<file path="src/source/ext_dev_pkg.sv">
// Shared constants and types for the GPIO edge counter bank
// Register map and counter channel state encodings

package ext_dev_pkg;

  // Number of counter channels in the bank
  localparam int unsigned NUM_CNT = 4;

  // Register data width
  localparam int unsigned DATA_W = 32;

  // Word index width on the register port
  localparam int unsigned ADDR_W = 4;

  // Bits needed to select one channel
  localparam int unsigned CNT_SEL_W = $clog2(NUM_CNT);

  // Register map, word indices
  typedef enum logic [ADDR_W-1:0] {
    REG_CTRL   = 4'd0,
    REG_MASK   = 4'd1,
    REG_STATUS = 4'd2,
    REG_LIMIT0 = 4'd4,
    REG_LIMIT1 = 4'd5,
    REG_LIMIT2 = 4'd6,
    REG_LIMIT3 = 4'd7,
    REG_COUNT0 = 4'd8,
    REG_COUNT1 = 4'd9,
    REG_COUNT2 = 4'd10,
    REG_COUNT3 = 4'd11
  } reg_idx_e;

  // Counter channel state
  typedef enum logic {
    CNT_IDLE = 1'b0,
    CNT_RUN  = 1'b1
  } cnt_state_e;

endpackage

</file>
<file path="src/source/cnt_intr_ctrl.sv">
// Interrupt collector for the counter bank
// Sticky status bits with write-1-to-clear and a masked interrupt line

module cnt_intr_ctrl
  import ext_dev_pkg::*;
(
  input  logic               clk_i,
  input  logic               reset_i,
  input  logic [NUM_CNT-1:0] done_i,
  input  logic [NUM_CNT-1:0] mask_i,
  input  logic [NUM_CNT-1:0] clr_i,
  output logic [NUM_CNT-1:0] status_o,
  output logic               intr_o
);

  logic [NUM_CNT-1:0] status_q;
  logic [NUM_CNT-1:0] status_d;
  logic               intr_q;

  // A done pulse wins over a clear in the same cycle
  assign status_d = (status_q & ~clr_i) | done_i;

  always_ff @(posedge clk_i) begin
    if (reset_i) begin
      status_q <= '0;
    end else begin
      status_q <= status_d;
    end
  end

  // Interrupt follows status by one edge
  always_ff @(posedge clk_i) begin
    if (reset_i) begin
      intr_q <= 1'b0;
    end else begin
      intr_q <= |(status_q & mask_i);
    end
  end

  assign status_o = status_q;
  assign intr_o   = intr_q;

endmodule

</file>
<file path="src/source/cnt_reg_if.sv">
// Register front end for the counter bank
// Holds control, mask and limit registers and returns a registered response

module cnt_reg_if
  import ext_dev_pkg::*;
(
  input  logic                           clk_i,
  input  logic                           reset_i,
  input  logic                           req_i,
  input  logic                           we_i,
  input  logic [ADDR_W-1:0]              addr_i,
  input  logic [DATA_W-1:0]              wdata_i,
  input  logic [NUM_CNT-1:0][DATA_W-1:0] count_i,
  input  logic [NUM_CNT-1:0]             status_i,
  output logic                           ready_o,
  output logic [DATA_W-1:0]              rdata_o,
  output logic                           error_o,
  output logic [NUM_CNT-1:0]             en_o,
  output logic [NUM_CNT-1:0][DATA_W-1:0] limit_o,
  output logic [NUM_CNT-1:0]             mask_o,
  output logic [NUM_CNT-1:0]             clr_o
);

  reg_idx_e                       idx;
  logic [CNT_SEL_W-1:0]           sel;
  logic                           accept;
  logic                           hit;
  logic [DATA_W-1:0]              rd_val;
  logic [NUM_CNT-1:0]             ctrl_q;
  logic [NUM_CNT-1:0]             mask_q;
  logic [NUM_CNT-1:0][DATA_W-1:0] limit_q;
  logic                           ready_q;
  logic                           error_q;
  logic [DATA_W-1:0]              rdata_q;

  assign idx = reg_idx_e'(addr_i);
  assign sel = addr_i[CNT_SEL_W-1:0];

  // A request is taken only when no response is out
  assign accept = req_i & ~ready_q;

  // Read mux and address decode
  always_comb begin
    hit    = 1'b1;
    rd_val = '0;
    case (idx)
      REG_CTRL:   rd_val = DATA_W'(ctrl_q);
      REG_MASK:   rd_val = DATA_W'(mask_q);
      REG_STATUS: rd_val = DATA_W'(status_i);
      REG_LIMIT0, REG_LIMIT1, REG_LIMIT2, REG_LIMIT3: begin
        rd_val = limit_q[sel];
      end
      REG_COUNT0, REG_COUNT1, REG_COUNT2, REG_COUNT3: begin
        rd_val = count_i[sel];
      end
      default: hit = 1'b0;
    endcase
  end

  // Write-1-to-clear pulse toward the interrupt collector
  assign clr_o = (accept && we_i && idx == REG_STATUS) ? wdata_i[NUM_CNT-1:0] : '0;

  always_ff @(posedge clk_i) begin
    if (reset_i) begin
      ctrl_q  <= '0;
      mask_q  <= '0;
      limit_q <= '0;
    end else if (accept && we_i) begin
      // COUNT and STATUS writes leave these registers alone
      case (idx)
        REG_CTRL: ctrl_q <= wdata_i[NUM_CNT-1:0];
        REG_MASK: mask_q <= wdata_i[NUM_CNT-1:0];
        REG_LIMIT0, REG_LIMIT1, REG_LIMIT2, REG_LIMIT3: begin
          limit_q[sel] <= wdata_i;
        end
        default: ;
      endcase
    end
  end

  // Response handshake
  always_ff @(posedge clk_i) begin
    if (reset_i) begin
      ready_q <= 1'b0;
      error_q <= 1'b0;
    end else begin
      ready_q <= accept;
      error_q <= accept & ~hit;
    end
  end

  // Read data, zero outside a read response
  always_ff @(posedge clk_i) begin
    rdata_q <= (accept && !we_i) ? rd_val : '0;
  end

  assign ready_o = ready_q;
  assign error_o = error_q;
  assign rdata_o = rdata_q;
  assign en_o    = ctrl_q;
  assign mask_o  = mask_q;
  assign limit_o = limit_q;

endmodule

</file>
<file path="src/source/ext_dev_top.sv">
// Top level of the GPIO edge counter bank
// Register front end, counter channels and interrupt collector

module ext_dev_top
  import ext_dev_pkg::*;
(
  input  logic               clk_i,
  input  logic               reset_i,
  input  logic               req_i,
  input  logic               we_i,
  input  logic [ADDR_W-1:0]  addr_i,
  input  logic [DATA_W-1:0]  wdata_i,
  input  logic [NUM_CNT-1:0] gpio_i,
  output logic               ready_o,
  output logic [DATA_W-1:0]  rdata_o,
  output logic               error_o,
  output logic [NUM_CNT-1:0] gpio_o,
  output logic               intr_o
);

  logic [NUM_CNT-1:0]             en;
  logic [NUM_CNT-1:0][DATA_W-1:0] limit;
  logic [NUM_CNT-1:0][DATA_W-1:0] count;
  logic [NUM_CNT-1:0]             done;
  logic [NUM_CNT-1:0]             mask;
  logic [NUM_CNT-1:0]             clr;
  logic [NUM_CNT-1:0]             status;

  cnt_reg_if cnt_reg_if_i (
    .clk_i,
    .reset_i,
    .req_i,
    .we_i,
    .addr_i,
    .wdata_i,
    .count_i (count),
    .status_i(status),
    .ready_o,
    .rdata_o,
    .error_o,
    .en_o    (en),
    .limit_o (limit),
    .mask_o  (mask),
    .clr_o   (clr)
  );

  // One channel per GPIO pair
  for (genvar k = 0; k < NUM_CNT; k++) begin : gen_cnt
    gpio_cnt gpio_cnt_i (
      .clk_i,
      .reset_i,
      .en_i   (en[k]),
      .limit_i(limit[k]),
      .gpio_i (gpio_i[k]),
      .gpio_o (gpio_o[k]),
      .count_o(count[k]),
      .done_o (done[k])
    );
  end

  cnt_intr_ctrl cnt_intr_ctrl_i (
    .clk_i,
    .reset_i,
    .done_i  (done),
    .mask_i  (mask),
    .clr_i   (clr),
    .status_o(status),
    .intr_o
  );

endmodule

</file>
<file path="src/source/gpio_cnt.sv">
// One GPIO edge counter channel
// Synchronizer, rising edge detect, limit compare and output toggle

module gpio_cnt
  import ext_dev_pkg::*;
(
  input  logic              clk_i,
  input  logic              reset_i,
  input  logic              en_i,
  input  logic [DATA_W-1:0] limit_i,
  input  logic              gpio_i,
  output logic              gpio_o,
  output logic [DATA_W-1:0] count_o,
  output logic              done_o
);

  cnt_state_e        state_q;
  logic              sync1_q;
  logic              sync2_q;
  logic              sync3_q;
  logic              rise_q;
  logic [DATA_W-1:0] count_q;
  logic [DATA_W-1:0] count_inc;
  logic              gpio_q;
  logic              done_q;

  // Two-flop synchronizer, then a registered rising edge pulse
  always_ff @(posedge clk_i) begin
    if (reset_i) begin
      sync1_q <= 1'b0;
      sync2_q <= 1'b0;
      sync3_q <= 1'b0;
      rise_q  <= 1'b0;
    end else begin
      sync1_q <= gpio_i;
      sync2_q <= sync1_q;
      sync3_q <= sync2_q;
      rise_q  <= sync2_q & ~sync3_q;
    end
  end

  assign count_inc = count_q + 1'b1;

  always_ff @(posedge clk_i) begin
    if (reset_i) begin
      state_q <= CNT_IDLE;
      count_q <= '0;
      gpio_q  <= 1'b0;
      done_q  <= 1'b0;
    end else begin
      done_q <= 1'b0;
      case (state_q)
        CNT_IDLE: begin
          count_q <= '0;
          if (en_i) state_q <= CNT_RUN;
        end
        CNT_RUN: begin
          if (!en_i) begin
            state_q <= CNT_IDLE;
            count_q <= '0;
          end else if (rise_q) begin
            // Limit of zero keeps counting and never fires
            if (limit_i != '0 && count_inc >= limit_i) begin
              count_q <= '0;
              gpio_q  <= ~gpio_q;
              done_q  <= 1'b1;
            end else begin
              count_q <= count_inc;
            end
          end
        end
        default: state_q <= CNT_IDLE;
      endcase
    end
  end

  assign gpio_o  = gpio_q;
  assign count_o = count_q;
  assign done_o  = done_q;

endmodule

</file>
<file path="config.mk">
export PLATFORM = sky130hd
export DESIGN_NAME = ext_dev_top
export DESIGN_NICKNAME = d
export VERILOG_FILES = /design/src/source/ext_dev_pkg.sv /design/src/source/cnt_intr_ctrl.sv /design/src/source/cnt_reg_if.sv /design/src/source/ext_dev_top.sv /design/src/source/gpio_cnt.sv
export SDC_FILE = /design/constraint.sdc
export NUM_CORES = 1
export LEC_CHECK = 0
export BUFFER_PORTS_ARGS = -buffer_cell sky130_fd_sc_hd__buf_2
export CORE_AREA = 2 2 277 279
export CTS_BUF_LIST = sky130_fd_sc_hd__clkbuf_8 sky130_fd_sc_hd__clkbuf_16
export DETAILED_ROUTE_END_ITERATION = 7
export DIE_AREA = 0 0 279 281
export PLACE_DENSITY = 0.46
export SLEW_MARGIN = 20
export SYNTH_ARGS = -nofsm -noshare
export SYNTH_HDL_FRONTEND = slang
export SYNTH_SLANG_ARGS = --single-unit
</file>
<file path="constraint.sdc">
create_clock -name clk_i -period 4.5 [get_ports clk_i]
set_clock_uncertainty 0.2 [all_clocks]
set_input_delay 0 -clock clk_i [delete_from_list [all_inputs] [get_ports clk_i]]
set_output_delay 0 -clock clk_i [all_outputs]
set_load 0.02 [all_outputs]
</file>
==> results.json <==
{
  "fin_cells": 3347,
  "async_flop_share_pct": 0,
  "power.density_nw_per_um2": 309,
  "cts_max_path_buffers": 3,
  "grt_pass1_wl_mm": 110,
  "whs_path_depth": 4,
  "grt_max_degree": 75,
  "relSlewSlack_pct": 28.9,
  "reg2reg_slack_ps": 220,
  "ys_warn_count": 0,
  "die_height_um": 281,
  "clkSlewWorstSetupHoldPaths_ps": 60,
  "h-tree-depth": 2,
  "antenna_found_initial": 6,
  "worstSetupStartpointType": "flop",
  "viasPerCell": 5.18,
  "port-buffer-count": 82,
  "globalplace.congestion": 0.920,
  "initial_core_util_pct": 24.8,
  "rows": 101,
  "synth_top_flop_cell": "dfxtp_1",
  "route.detailed.drc": 0,
  "maxCapViolCount": 0,
  "vias": 17300,
  "drt-initial-drc-count": 1545,
  "avgRoutedWirePerCell_um": 22.1,
  "finalWorstPathRequiredPeriod_ps": 4280,
  "placed_cell_area_um2": 20600,
  "yosysUniqueCellTypes": 63,
  "synth_edf_count": 0,
  "fmax_mhz": 233,
  "finalHoldViolations": 0,
  "cts_tree": "built",
  "power_leakage_nw": 8.54,
  "maxSlewViolCount": 0,
  "yosys_register_bits": 331,
  "critPathCaptureType": "flop",
  "final.setup.tns_ps": 0,
  "hold_path_class": "primary input to flop",
  "die_area_um2": 78400,
  "first_pass_iters": 5,
  "grtUsageTotal_pct": 18.6,
  "ant_nets": 0,
  "reg2reg_depth": 15,
  "outcome": "complete, no violations",
  "cts_made_buffers": 42,
  "fin_util_pct": 30.0,
  "core_um2": 75400,
  "avgSynthCellArea_um2": 8.47,
  "synth_area_um2": 18700,
  "worstSkewPairLatency_ps": 580,
  "synthCells": 2210,
  "cts_root_buf": "clkbuf_16",
  "tightestPinTransition_ps": 1060,
  "arrival_ps": 4590,
  "pin_count": 83,
  "grt_pass1_vias": 16700,
  "grt-ovfl-total": 0,
  "seq_area_frac_synth_pct": 35.4,
  "drive_above_1_share_pct": 14.1,
  "synthToLayoutAreaGrowth_pct": 20.8,
  "setup_viol": 0,
  "vdd_drop_max_v": 0.000220,
  "place_inst": 3215,
  "crit_type": "flop to flop",
  "finalCritPeriodShare_pct": 95.2,
  "hold_ws_ps": 18.7,
  "crit_required_ps": 4810,
  "nets": 2509,
  "stdcell_area_um2": 22600,
  "rsz0062_at_grt": "false",
  "cts_num_sinks": 331,
  "cts_setup_buffers": 0,
  "totalWireLength_mm": 73.9,
  "die_w_um": 279,
  "cp_max_fo": 24,
  "syn_nets": 2386,
  "dpl.hpwl_mm": 55.8
}
repair_timing:
action / 4_1_cts / 5_1_grt
endpoints found under the hold margin: 208 / 0
hold buffers: 52 / 0
gates resized for setup: 0 / 7
setup endpoints to repair: 0 / 48
cell families after synthesis:
| logic type | after synthesis | synth area share, % |
|---|---|---|
| adder cells (fa/ha/maj) | 132 | 8.82 |
| flip-flops | 331 | 35.4 |
| buffers and inverters | 272 | 5.58 |
| multiplexers | 75 | 8.30 |
| AO/OA/AOI/OAI | 413 | 14.6 |
| AND/OR/NAND/NOR | 871 | 21.8 |
| XOR/XNOR | 116 | 5.47 |
registers in the layout, summed over array words and instances (netlist names):
register,count
cnt_reg_if_i.en_o,4
cnt_reg_if_i.error_o,1
cnt_reg_if_i.mask_o,4
gen_cnt.gpio_cnt_i.rise_q,4
cnt_reg_if_i.rdata_o,32
gen_cnt.gpio_cnt_i.sync1_q,4
cnt_reg_if_i.limit_o,128
gen_cnt.gpio_cnt_i.sync3_q,4
cnt_intr_ctrl_i.intr_o,1
cnt_reg_if_i.ready_o,1
gen_cnt.gpio_cnt_i.state_q,4
gen_cnt.gpio_cnt_i.gpio_o,4
gen_cnt.gpio_cnt_i.count_o,128
gen_cnt.gpio_cnt_i.done_o,4
cnt_intr_ctrl_i.status_o,4
gen_cnt.gpio_cnt_i.sync2_q,4
critical path, cell delays in order, from the launching register on:
cell	delay, ps
dfxtp_1	480
and4_1	380
nand4_1	360
nor3_2	400
nand2_1	170
xnor2_1	340
ha_1	320
a21oi_1	140
o21ai_0	120
a221oi_1	320
nor2_1	60
nor2_1	200
buf_12	200
and2_1	210
buf_12	150
a32o_1	160
placed cells by master, fill, tap and decap left out, types with 7 or more instances in the layout:
master and count:
xor2_1 43, clkbuf_16 45, xnor2_1 72, a22oi_1 30, or2_2 8, mux4_2 64, nor2b_1 37, a32o_1 77
nand3_1 71, dlygate4sd3_1 52, nor2_1 118, nand2_1 416, buf_2 79, a21oi_1 209, o21ai_0 29, and3_1 30
nor3_1 22, clkbuf_8 7, dfxtp_1 331, clkinv_2 8, nor4_1 36, nand4_1 57, and2_1 12, nand2b_1 11
buf_4 72, and4_1 15, ha_1 132, mux2i_1 9, inv_1 144, a21o_1 16
cell usage after synthesis, types with 9 or more instances:
| master | count | area, µm² |
|---|---|---|
| a32o_1 | 77 | 771 |
| nand3_1 | 72 | 360 |
| xor2_1 | 43 | 377 |
| nor3_1 | 27 | 135 |
| mux2i_1 | 9 | 90.1 |
| and3_1 | 30 | 188 |
| nor4_1 | 38 | 238 |
| xnor2_1 | 72 | 631 |
| ha_1 | 132 | 1650 |
| nand2b_1 | 11 | 68.8 |
| inv_1 | 142 | 533 |
| o21ai_0 | 30 | 150 |
| mux4_2 | 64 | 1440 |
| a22oi_1 | 30 | 225 |
| a21oi_1 | 209 | 1050 |
| a21o_1 | 16 | 120 |
| and4_1 | 15 | 131 |
| clkbuf_1 | 104 | 390 |
| buf_1 | 15 | 56.3 |
| nand2_1 | 418 | 1570 |
| dfxtp_1 | 331 | 6630 |
| and2_1 | 12 | 75.1 |
| nor2b_1 | 39 | 244 |
| nand4_1 | 57 | 357 |
| nor2_1 | 123 | 462 |
path summary, 6_finish.rpt:
path                                                          end                             start
worst min-delay path                       cnt_reg_if_i.mask_o[0]                         addr_i[0]
worst max register to register  gen_cnt[2].gpio_cnt_i.count_o[22]  gen_cnt[2].gpio_cnt_i.count_o[4]
worst min register to register       gen_cnt[3].gpio_cnt_i.rise_q     gen_cnt[3].gpio_cnt_i.sync3_q
worst max-delay path            gen_cnt[2].gpio_cnt_i.count_o[22]  gen_cnt[2].gpio_cnt_i.count_o[4]
power breakdown:
group	leakage, nW	internal, mW	switching, mW
logic	5.14	0.141	0.247
clock network	0.731	2.21	1.42
registers	2.67	2.94	0.0169
total	8.54	5.30	1.68
final cells by class:
class,count,area (µm²)
inverters,142,533
flip-flops and latches,331,6630
diodes,5,12.5
multi-input cells,1607,11200
clock buffers,52,1220
well taps,978,1220
fillers,7883,52800
clock inverters,23,262
repair buffers,209,1570
layer usage:
layer	track usage, %	wire length (µm)	vias to the layer above
li1	-	-	8116
met1	25.5	33200	8524
met2	30.2	33800	595
met3	2.52	4710	107
met4	5.87	2130	0
met5	0	0	-
metrics by stage:
step / power [mW] / setup slack (ps)
floorplan: 3.21 / 444
global placement: 3.38 / 211
detailed placement: 3.38 / 153
CTS: 7.06 / 134
global route: 7.21 / 6.39
finish: 6.98 / 216
No activity file was read; power rests on OpenSTA's default activity.
